==> src/include/lsu_config.svh <==
// Address map and width macros for the LSU DCCM data path.
// Included by the package and by every RTL file that sizes a port from them.

`ifndef LSU_CONFIG_SVH
`define LSU_CONFIG_SVH

// --------------------
// address map
// --------------------
`define LSU_DCCM_BASE   32'hF004_0000  // DCCM region base, aligned to the DCCM size
`define LSU_DCCM_BITS   16             // DCCM byte address width, 64 KB
`define LSU_PIC_BASE    32'hF00C_0000  // PIC register block base
`define LSU_PIC_BITS    15             // PIC offset width

// --------------------
// data path
// --------------------
`define LSU_BANK_LSB    2              // bank select, even/odd words
`define LSU_DATA_WIDTH  32             // one DCCM word

`endif
==> src/design/lsu_pkg.sv <==
// Types shared by the LSU DCCM pipeline and its testbench.
// Pull them in with a wildcard import in the module header.

`include "lsu_config.svh"

package lsu_pkg;

   typedef enum logic {
      LSU_OP_LOAD  = 1'b0,
      LSU_OP_STORE = 1'b1
   } lsu_op_e;

   typedef enum logic [1:0] {
      LSU_SIZE_BYTE = 2'd0,
      LSU_SIZE_HALF = 2'd1,
      LSU_SIZE_WORD = 2'd2
   } lsu_size_e;

   typedef enum logic [1:0] {
      LSU_REGION_NONE = 2'd0,
      LSU_REGION_DCCM = 2'd1,
      LSU_REGION_PIC  = 2'd2
   } lsu_region_e;

   // packet from the issue side, 68 bits
   typedef struct packed {
      logic                       valid;
      lsu_op_e                    op;
      lsu_size_e                  size;
      logic [31:0]                addr;
      logic [31:0]                data;   // store data, unused for loads
   } lsu_pkt_t;

   // one store buffer word waiting for the write port, 49 bits
   typedef struct packed {
      logic                       valid;
      logic [`LSU_DCCM_BITS-1:0]  addr;   // word aligned
      logic [31:0]                data;
   } stbuf_req_t;

   // per-stage record carried from dc1 to dc3
   typedef struct packed {
      logic                       valid;
      lsu_op_e                    op;
      lsu_region_e                region;
      logic [1:0]                 addr_lo;      // byte offset for the load shift
      logic [`LSU_PIC_BITS-1:0]   pic_offset;
      logic [31:0]                data;
   } lsu_stage_t;

endpackage

==> src/design/lsu_dccm_ctl.sv <==
// Top level of the LSU DCCM data path: dc1 decode, write port arbitration
// and the dc2/dc3 stages, wired to the DCCM and PIC ports.

`timescale 1ns/1ns
`include "lsu_config.svh"

module lsu_dccm_ctl
   import lsu_pkg::*;
(
   input  logic                        clk,
   input  logic                        arst_n,

   input  lsu_pkt_t                    lsu_pkt,     // one packet per cycle
   input  stbuf_req_t                  stbuf_req,   // held until stbuf_commit
   output logic                        stbuf_commit,

   // DCCM port
   output logic                        dccm_rden,
   output logic [`LSU_DCCM_BITS-1:0]   dccm_rd_addr_lo,
   output logic [`LSU_DCCM_BITS-1:0]   dccm_rd_addr_hi,
   input  logic [`LSU_DATA_WIDTH-1:0]  dccm_rd_data_lo,   // cycle after dccm_rden
   input  logic [`LSU_DATA_WIDTH-1:0]  dccm_rd_data_hi,
   output logic                        dccm_wren,
   output logic [`LSU_DCCM_BITS-1:0]   dccm_wr_addr,
   output logic [`LSU_DATA_WIDTH-1:0]  dccm_wr_data,

   // PIC port
   output logic                        picm_rden,
   output logic [31:0]                 picm_rdaddr,
   input  logic [31:0]                 picm_rd_data,      // cycle after picm_rden
   output logic                        picm_wren,
   output logic [31:0]                 picm_wraddr,
   output logic [31:0]                 picm_wr_data,

   // load return, dc3
   output logic                        load_valid,
   output logic [`LSU_DATA_WIDTH-1:0]  load_data
);

   lsu_stage_t  stage_dc1;

   lsu_addr_decode u_addr_decode (
      .lsu_pkt     (lsu_pkt),
      .stage_dc1   (stage_dc1),
      .dc1_rden    (dccm_rden),
      .rd_addr_lo  (dccm_rd_addr_lo),
      .rd_addr_hi  (dccm_rd_addr_hi),
      .picm_rden   (picm_rden),
      .picm_rdaddr (picm_rdaddr)
   );

   lsu_dccm_port u_dccm_port (
      .dc1_rden     (dccm_rden),
      .rd_addr_lo   (dccm_rd_addr_lo),
      .rd_addr_hi   (dccm_rd_addr_hi),
      .stbuf_req    (stbuf_req),
      .stbuf_commit (stbuf_commit),
      .dccm_wren    (dccm_wren),
      .dccm_wr_addr (dccm_wr_addr),
      .dccm_wr_data (dccm_wr_data)
   );

   lsu_dc3_stage u_dc3_stage (
      .clk             (clk),
      .arst_n          (arst_n),
      .stage_dc1       (stage_dc1),
      .dccm_rd_data_lo (dccm_rd_data_lo),
      .dccm_rd_data_hi (dccm_rd_data_hi),
      .picm_rd_data    (picm_rd_data),
      .load_valid      (load_valid),
      .load_data       (load_data),
      .picm_wren       (picm_wren),
      .picm_wraddr     (picm_wraddr),
      .picm_wr_data    (picm_wr_data)
   );

endmodule

==> src/design/lsu_dc3_stage.sv <==
// dc2 and dc3 pipeline registers with load alignment and PIC access.
// Loads return in dc3, two cycles after dc1. PIC stores write in dc3.

`timescale 1ns/1ns
`include "lsu_config.svh"

module lsu_dc3_stage
   import lsu_pkg::*;
(
   input  logic                        clk,
   input  logic                        arst_n,
   input  lsu_stage_t                  stage_dc1,
   input  logic [`LSU_DATA_WIDTH-1:0]  dccm_rd_data_lo,
   input  logic [`LSU_DATA_WIDTH-1:0]  dccm_rd_data_hi,
   input  logic [31:0]                 picm_rd_data,
   output logic                        load_valid,
   output logic [`LSU_DATA_WIDTH-1:0]  load_data,
   output logic                        picm_wren,
   output logic [31:0]                 picm_wraddr,
   output logic [31:0]                 picm_wr_data
);

   localparam int          DW       = `LSU_DATA_WIDTH;
   localparam int          PB       = `LSU_PIC_BITS;
   localparam logic [31:0] PIC_BASE = `LSU_PIC_BASE;

   lsu_stage_t             stage_dc2;
   lsu_stage_t             stage_dc3;
   logic                   dccm_load_dc2;
   logic                   pic_load_dc2;
   logic [DW-1:0]          dccm_lo_dc3;
   logic [DW-1:0]          dccm_hi_dc3;
   logic [31:0]            pic_data_dc3;
   logic [2*DW-1:0]        dccm_pair_dc3;
   logic [DW-1:0]          dccm_load_dc3;
   logic                   load_dc3;

   // --------------------
   // stage registers
   // --------------------
   always_ff @(posedge clk or negedge arst_n) begin
      if (!arst_n) begin
         stage_dc2 <= '0;
         stage_dc3 <= '0;
      end else begin
         stage_dc2 <= stage_dc1;
         stage_dc3 <= stage_dc2;
      end
   end

   // --------------------
   // dc2 data capture
   // --------------------
   assign dccm_load_dc2 = stage_dc2.valid & (stage_dc2.op == LSU_OP_LOAD) &
                          (stage_dc2.region == LSU_REGION_DCCM);
   assign pic_load_dc2  = stage_dc2.valid & (stage_dc2.op == LSU_OP_LOAD) &
                          (stage_dc2.region == LSU_REGION_PIC);

   always_ff @(posedge clk) begin
      if (dccm_load_dc2) begin
         dccm_lo_dc3 <= dccm_rd_data_lo;   // start word
         dccm_hi_dc3 <= dccm_rd_data_hi;   // end word
      end
      if (pic_load_dc2) begin
         pic_data_dc3 <= picm_rd_data;
      end
   end

   // --------------------
   // dc3 load return
   // --------------------
   // right justified, no sign or size masking
   assign dccm_pair_dc3 = {dccm_hi_dc3, dccm_lo_dc3};
   assign dccm_load_dc3 = DW'(dccm_pair_dc3 >> {stage_dc3.addr_lo, 3'b000});

   assign load_dc3   = stage_dc3.valid & (stage_dc3.op == LSU_OP_LOAD);
   assign load_valid = load_dc3 & ((stage_dc3.region == LSU_REGION_DCCM) |
                                   (stage_dc3.region == LSU_REGION_PIC));
   assign load_data  = (stage_dc3.region == LSU_REGION_PIC) ? pic_data_dc3 : dccm_load_dc3;

   // --------------------
   // PIC store, dc3 acts as commit
   // --------------------
   assign picm_wren    = stage_dc3.valid & (stage_dc3.op == LSU_OP_STORE) &
                         (stage_dc3.region == LSU_REGION_PIC);
   assign picm_wraddr  = PIC_BASE | {{(32-PB){1'b0}}, stage_dc3.pic_offset};
   assign picm_wr_data = stage_dc3.data;

   // one dc3 slot, so a load return and a PIC write cannot coexist
   a_wren_vs_load : assert property (@(posedge clk) disable iff (!arst_n)
                                     !(picm_wren && load_valid))
      else $error("picm_wren and load_valid high in the same cycle");

endmodule

==> src/design/lsu_dccm_port.sv <==
// Store buffer commit arbitration against the dc1 load read.
// The store buffer word takes the write port unless it collides with a read bank.

`timescale 1ns/1ns
`include "lsu_config.svh"

module lsu_dccm_port
   import lsu_pkg::*;
(
   input  logic                        dc1_rden,
   input  logic [`LSU_DCCM_BITS-1:0]   rd_addr_lo,
   input  logic [`LSU_DCCM_BITS-1:0]   rd_addr_hi,
   input  stbuf_req_t                  stbuf_req,
   output logic                        stbuf_commit,
   output logic                        dccm_wren,
   output logic [`LSU_DCCM_BITS-1:0]   dccm_wr_addr,
   output logic [`LSU_DATA_WIDTH-1:0]  dccm_wr_data
);

   localparam int BANK = `LSU_BANK_LSB;

   logic          bank_hit_lo;
   logic          bank_hit_hi;

   // --------------------
   // bank conflict
   // --------------------
   assign bank_hit_lo = stbuf_req.addr[BANK] == rd_addr_lo[BANK];
   assign bank_hit_hi = stbuf_req.addr[BANK] == rd_addr_hi[BANK];   // unaligned end word

   // a crossing load uses both banks, so any pending request waits then
   assign stbuf_commit = stbuf_req.valid & (~dc1_rden | ~(bank_hit_lo | bank_hit_hi));

   // --------------------
   // write port
   // --------------------
   assign dccm_wren    = stbuf_commit;
   assign dccm_wr_addr = stbuf_req.addr;
   assign dccm_wr_data = stbuf_req.data;

   // checked against the port outputs that leave for the memory
   always_comb begin
      if (dccm_wren) begin
         a_wren_has_req : assert (stbuf_req.valid)
            else $error("dccm write without a store buffer request");
      end
      if (dccm_wren && dc1_rden) begin
         a_no_bank_clash : assert ((dccm_wr_addr[BANK] != rd_addr_lo[BANK]) &&
                                   (dccm_wr_addr[BANK] != rd_addr_hi[BANK]))
            else $error("dccm write shares a bank with the dc1 read");
      end
   end

endmodule

==> src/design/lsu_addr_decode.sv <==
// dc1 decode of an LSU packet: region select, end address and read requests.
// Purely combinational, drives the DCCM read port and the PIC read port.

`timescale 1ns/1ns
`include "lsu_config.svh"

module lsu_addr_decode
   import lsu_pkg::*;
(
   input  lsu_pkt_t                   lsu_pkt,
   output lsu_stage_t                 stage_dc1,
   output logic                       dc1_rden,
   output logic [`LSU_DCCM_BITS-1:0]  rd_addr_lo,
   output logic [`LSU_DCCM_BITS-1:0]  rd_addr_hi,
   output logic                       picm_rden,
   output logic [31:0]                picm_rdaddr
);

   localparam int          DB        = `LSU_DCCM_BITS;
   localparam int          PB        = `LSU_PIC_BITS;
   localparam logic [31:0] DCCM_BASE = `LSU_DCCM_BASE;
   localparam logic [31:0] PIC_BASE  = `LSU_PIC_BASE;

   lsu_region_e            region;
   logic [1:0]             size_span;   // bytes past the start byte
   logic                   is_load;

   // --------------------
   // region decode
   // --------------------
   always_comb begin
      if (lsu_pkt.addr[31:DB] == DCCM_BASE[31:DB]) begin
         region = LSU_REGION_DCCM;
      end else if (lsu_pkt.addr[31:PB] == PIC_BASE[31:PB]) begin
         region = LSU_REGION_PIC;
      end else begin
         region = LSU_REGION_NONE;
      end
   end

   // --------------------
   // start and end address
   // --------------------
   always_comb begin
      case (lsu_pkt.size)
         LSU_SIZE_HALF: size_span = 2'd1;
         LSU_SIZE_WORD: size_span = 2'd3;
         default:       size_span = 2'd0;   // byte
      endcase
   end

   assign rd_addr_lo = lsu_pkt.addr[DB-1:0];
   assign rd_addr_hi = lsu_pkt.addr[DB-1:0] + {{(DB-2){1'b0}}, size_span};   // may cross a word

   assign is_load  = lsu_pkt.valid & (lsu_pkt.op == LSU_OP_LOAD);
   assign dc1_rden = is_load & (region == LSU_REGION_DCCM);

   // PIC registers are 32 bits wide, the base has no bits under the offset
   assign picm_rden   = is_load & (region == LSU_REGION_PIC);
   assign picm_rdaddr = PIC_BASE | {{(32-PB){1'b0}}, lsu_pkt.addr[PB-1:0]};

   assign stage_dc1 = '{
      valid:      lsu_pkt.valid,
      op:         lsu_pkt.op,
      region:     region,
      addr_lo:    lsu_pkt.addr[1:0],
      pic_offset: lsu_pkt.addr[PB-1:0],
      data:       lsu_pkt.data
   };

endmodule

==> config.mk <==
export PLATFORM = sky130hd
export DESIGN_NAME = lsu_dccm_ctl
export DESIGN_NICKNAME = d
export VERILOG_FILES = /design/src/design/lsu_pkg.sv /design/src/design/lsu_dccm_ctl.sv /design/src/design/lsu_dc3_stage.sv /design/src/design/lsu_dccm_port.sv /design/src/design/lsu_addr_decode.sv
export VERILOG_INCLUDE_DIRS = /design/src /design/src/include
export SDC_FILE = /design/constraint.sdc
export NUM_CORES = 1
export LEC_CHECK = 0
export BUFFER_PORTS_ARGS = -buffer_cell sky130_fd_sc_hd__buf_2
export CAP_MARGIN = 20
export CORE_AREA = 5 5 171 157
export DETAILED_ROUTE_END_ITERATION = 8
export DIE_AREA = 0 0 176 162
export HOLD_SLACK_MARGIN = 0.12
export PLACE_DENSITY = 0.69
export SLEW_MARGIN = 20
export SYNTH_ARGS = -nofsm -noshare
export SYNTH_HDL_FRONTEND = slang
export SYNTH_HIERARCHICAL = 1
export SYNTH_SLANG_ARGS = --single-unit
==> constraint.sdc <==
create_clock -name clk -period 6 [get_ports clk]
set_clock_uncertainty 0.05 [all_clocks]
set_input_delay 1.2 -clock clk [delete_from_list [all_inputs] [get_ports clk]]
set_output_delay 1.2 -clock clk [all_outputs]
set_load 0.02 [all_outputs]
; ---- Word level (Yosys, flattened, before mapping)
; Index checks and enable logic that the tools add are counted.
[totals]
inputBits = 215
regBits = 202
output_inout_bits = 214
wordCells = 52
[classes]
n_bitwise = 19
n_mux = 4
eq_ne = 12
addsub = 1
n_shift = 1
[op_table]
columns = cell, count
row1 = $shr 64x5->32, 1
row2 = $mux 32, 1
row3 = $eq 17x17->1 const B, 1
row4 = $add 16x2->16, 1
row5 = $eq 16x16->1 const B, 1
row6 = $and 1x1->1, 11
row7 = $eq 2x1->1 const B, 4
row8 = $eq 2x2->1 const B, 4
row9 = $not 1->1, 5
row10 = $mux 2, 2
row11 = $pmux 2 s2, 1
row12 = $or 1x1->1, 3
row13 = $eq 1x1->1, 2

; ---- Logic depth before layout (Yosys ltp)
[depth]
depth_word = 8
mapped_depth = 10
depth_no_buf = 10

; ---- By module
; The synthesis kept the hierarchy.
[modules_own_cells]
columns = mod, area_each_um2, instances, cells_each, seq_area_each_um2
row1 = lsu_dc3_stage, 6955.4, 1, 395, 5295.1
row2 = lsu_addr_decode, 1192.4, 1, 162, 0.0
row3 = lsu_dccm_port, 394.1, 1, 53, 0.0

; ---- Worst setup path before layout
; No wires, ideal clock.
[synth_path]
path_kind = register to register
from = register u_dc3_stage/stage_dc2[49] in the netlist's numbering
to = register u_dc3_stage.dccm_hi_dc3[0], enable pin
required_ns = 5.340
path_stages_with_launch = 2
path_buffers = 0
t_arrival_ns = 5.786
setup_slack_ns = -0.446
setup_ns = 0.610
period_less_slack_ns = 6.446
cell_sequence = dfrtp_1 -> nor4bb_1
[synth_between]
elab_chain_len = 2
[synth_rtl]
columns = element, line_no
row1 = from (decl), lsu_dc3_stage.sv:27  ; lsu_stage_t stage_dc2;
row2 = from (signal assigned), lsu_dc3_stage.sv:46  ; stage_dc2 <= stage_dc1;
row3 = $eq 2x1->1, lsu_dc3_stage.sv:55  ; (stage_dc2.region == LSU_REGION_DCCM);
row4 = $and 1x1->1, lsu_dc3_stage.sv:54  ; assign dccm_load_dc2 = stage_dc2.valid & (stage_dc2.op == LSU_OP_LOAD) &
row5 = named net u_dc3_stage.dccm_load_dc2, lsu_dc3_stage.sv:29  ; logic dccm_load_dc2;
row6 = to (signal assigned), lsu_dc3_stage.sv:62  ; dccm_hi_dc3 <= dccm_rd_data_hi;
row7 = to (decl), lsu_dc3_stage.sv:32  ; logic [DW-1:0] dccm_hi_dc3;
; The timed path passes the listed nets, and every way through them passes these cells.
; A chain may end at the register's enable or synchronous reset.

; ---- Worst setup path in the final report
[layout_path]
from = input lsu_pkt[64] in the netlist's numbering
to = output dccm_rd_addr_hi[10]
[layout_between]
elab_chain_len = 3
word_cells_on_any_way = 4
classes_between = 1 x add/sub / 2 x eq/ne / 1 x mux
[layout_rtl]
columns = element, line_no
row1 = from (decl), lsu_dccm_ctl.sv:13  ; input lsu_pkt_t lsu_pkt,
row2 = $eq 2x2->1 or $eq 2x1->1 (tied branches), lsu_addr_decode.sv:45  ; case (lsu_pkt.size)
row3 = $pmux 2 s2 (*), lsu_addr_decode.sv:45
row4 = $add 16x2->16 (*), lsu_addr_decode.sv:53  ; assign rd_addr_hi = lsu_pkt.addr[DB-1:0] + {{(DB-2){1'b0}}, size_span};
row5 = to (decl), lsu_dccm_ctl.sv:20  ; output logic [`LSU_DCCM_BITS-1:0] dccm_rd_addr_hi,
; Mark *: on every way between the ends. The rest lies on a longest branch, timed or not.

==> flow_summary.json <==
{
  "status": "finished, final reports clean",
  "die_w_um": 176,
  "ys_types": 39,
  "synth.mux.area_fraction_pct": 5.62,
  "start_util_pct": 34.5,
  "layout_commonest_cell": "buf_2",
  "synthCells": 610,
  "worst_ep_arrival_time_ns": 3.30,
  "path_cells": "buf_2 -> inv_1 -> ha_1 -> inv_1 -> ha_1 -> inv_1 -> fa_1 -> and2b_1 -> nand4_1 -> nor2_1 -> xor2_1 -> buf_2",
  "fillers": 2386,
  "cts_tree": "yes",
  "critPathBufInv": 5,
  "max_cap_viol_count": 0,
  "drv_slew": 0,
  "dp_hpwl_um": 14100,
  "clk_path_buf_depth": 2,
  "synth-edff-count": 88,
  "setup_viol": 0,
  "timing.rr.start": "u_dc3_stage/stage_dc2[51]",
  "leakage_uw": 0.00425,
  "clock_latency_ns": 0.44,
  "routed-wl-met3_um": 2070,
  "post-route-util_pct": 38.4,
  "cts_setup_buffers": 0,
  "ioPinCount": 429,
  "path_clk_slew_ns": 0.08,
  "crit_type": "in2out",
  "place_ws_ns": 1.43,
  "power_uw": 2880,
  "grt_max_degree": 64,
  "vias": 4640,
  "relSlewSlack_pct": 48.6,
  "synth_top_family_by_area": "buffers and inverters",
  "ant_nets": 0,
  "setup.worst_path.end_class": "output pin",
  "netlist_area_um2": 8540,
  "rsz0062_at_grt": "no",
  "synthToLayoutAreaGrowth_pct": 11.3,
  "dr.max_layer_used": "met5",
  "die_area_um2": 28500,
  "wire_per_inst_um": 17.8,
  "syn_avg_cell_area_um2": 14.0,
  "worst_path_most_repeated_cell": "inv_1",
  "min_from": "u_dc3_stage/stage_dc2[24]",
  "die_y_um": 162,
  "min_path_type": "reg2reg",
  "drt-met1-wl_um": 7640,
  "place_area_um2": 8880,
  "synth_compound_area_share_pct": 3.74,
  "mostFrequentLayoutCells": "buf_2 (291), dfrtp_1 (105), edfxtp_1 (88), mux2i_1 (48), conb_1 (34)",
  "critPathTopFamily": "adder cells",
  "route.met2.wl_um": 8820,
  "path_max_fanout": 4,
  "synth_fa_ha_area_share_pct": 0.820,
  "fin_nets": 951,
  "hold_viol": 0,
  "hold_buffers": 0,
  "worst_path_max_delay_cell": "fa_1",
  "clock.fmax_mhz": 220,
  "p_per_area_nw_per_um2": 303,
  "worstSetupStartpointType": "input port",
  "worst_path_largest_cell_delay_ns": 0.44,
  "routed_wirelength_um": 18800,
  "via_per_inst": 4.39,
  "drtIter0Drc": 170,
  "synth-simple-area-share_pct": 5.71,
  "ys_async_sr_fraction_pct": 54.6,
  "drc_errors": 0,
  "min_period_over_period_pct": 75.9,
  "final.min_clock_period_ns": 4.55,
  "grt_usage_pct": 13.0,
  "worstPathRequired_ns": 4.75,
  "cts_resized": 0,
  "cts_buffers": 17,
  "yosysSeqAreaShare_pct": 62.0,
  "tightestPinTransition_ns": 0.771,
  "grt_pass1_vias": 4848,
  "antenna_found_initial": 4,
  "clock-sinks": 194,
  "fin_setup_tns_ns": 0,
  "gp_congestion": 0.841,
  "synth_ff_type": "dfrtp_1",
  "fin_ws_ns": 1.45,
  "port_buffers": 292,
  "vdd_drop_max_mv": 0.158,
  "yosysWarnings": 6,
  "cts-root-buf": "clkbuf_16",
  "startpoint": "lsu_pkt[64]",
  "drive_gt1_share_pct": 46.5,
  "rows": 55,
  "htreeDepth": 4,
  "grt_pass1_wl_um": 28100,
  "design_area_um2": 9510,
  "synth_xor_area_share_pct": 1.44,
  "core_area_um2": 24800,
  "synth-seq-cells": 194,
  "grt-ovfl-total": 0,
  "dr.pass1.iters": 4
}
final timing paths:
path	to	slack, ns	cells after the start
setup / recovery	dccm_rd_addr_hi[10]	1.45	12
hold / removal	u_dc3_stage/picm_wr_data[24]	0.30	0
setup reg to reg	u_dc3_stage/dccm_lo_dc3[4]	4.15	2
hold reg to reg	u_dc3_stage/picm_wr_data[24]	0.30	0
max in group asynchronous	u_dc3_stage/stage_dc2[48]	4.06	2
min in group asynchronous	u_dc3_stage/picm_wr_data[21]	0.78	1
cell type report:
| class | count | area, µm² | share of cell area [%] |
|---|---|---|---|
| Clock buffer | 17 | 425 | 4.47 |
| Timing Repair Buffer | 299 | 1520 | 15.9 |
| Multi-Input combinational cell | 210 | 1640 | 17.3 |
| Antenna cell | 1 | 2.50 | 0.0263 |
| Tap cell | 313 | 392 | 4.12 |
| Clock inverter | 15 | 201 | 2.12 |
| Inverter | 9 | 33.8 | 0.355 |
| Sequential cell | 194 | 5300 | 55.7 |
flip-flops by register name, summed over array words and instances (netlist names):
register and count:
u_dc3_stage/picm_wraddr 15, u_dc3_stage/stage_dc2 53, u_dc3_stage/pic_data_dc3 32, u_dc3_stage/dccm_lo_dc3 32, u_dc3_stage/picm_wr_data 32, u_dc3_stage/dccm_hi_dc3 24, u_dc3_stage/stage_dc3 6
synth_stat cells, drive strengths merged, types with 3 or more instances:
cell type  number  area, µm²
a221oi         32        305
conb            4       15.0
mux2i          48        480
clkbuf          4       15.0
nand2           6       22.5
nor2            8       30.0
nor3            3       25.0
nand2b          3       18.8
inv             9       33.8
xnor2           9       78.8
xor2            5       43.8
nand4           4       40.0
nor2b          33        206
nand3           4       20.0
buf           223       1700
edfxtp         88       2640
ha              4       50.1
dfrtp         106       2650
per-layer routing:
metal	vias to the layer above	GRT usage, %
met5	-	0
met4	8	3.54
met3	21	6.63
met2	266	20.5
met1	2238	15.7
li1	2107	-
kinds of logic (layout without fill, tap and decap cells):
group           count (synthesis)  count (layout)
buf+inv                       236             340
other cells                     4              35
mux                            48              48
flops                         194             194
xor+xnor                       14              14
fa+ha+maj                       5               5
simple gates                   75              75
compound gates                 34              34
through the flow:
step | hold slack (ns) | std cells
6_report | 0.301 | 1058
5_1_grt | 0.308 | 1057
4_1_cts | 0.301 | 1057
3_5_place_dp | 0.285 | 1025
3_3_place_gp | 0.281 | 1025
2_1_floorplan | 0.281 | 640
power breakdown:
part	leakage, µW	total, µW	switching [µW]	internal, µW
logic	0.00191	274	176	98.1
clock network	0.000303	1170	591	581
registers	0.00203	1440	13.8	1420
Power figures use the tool's default switching activity.
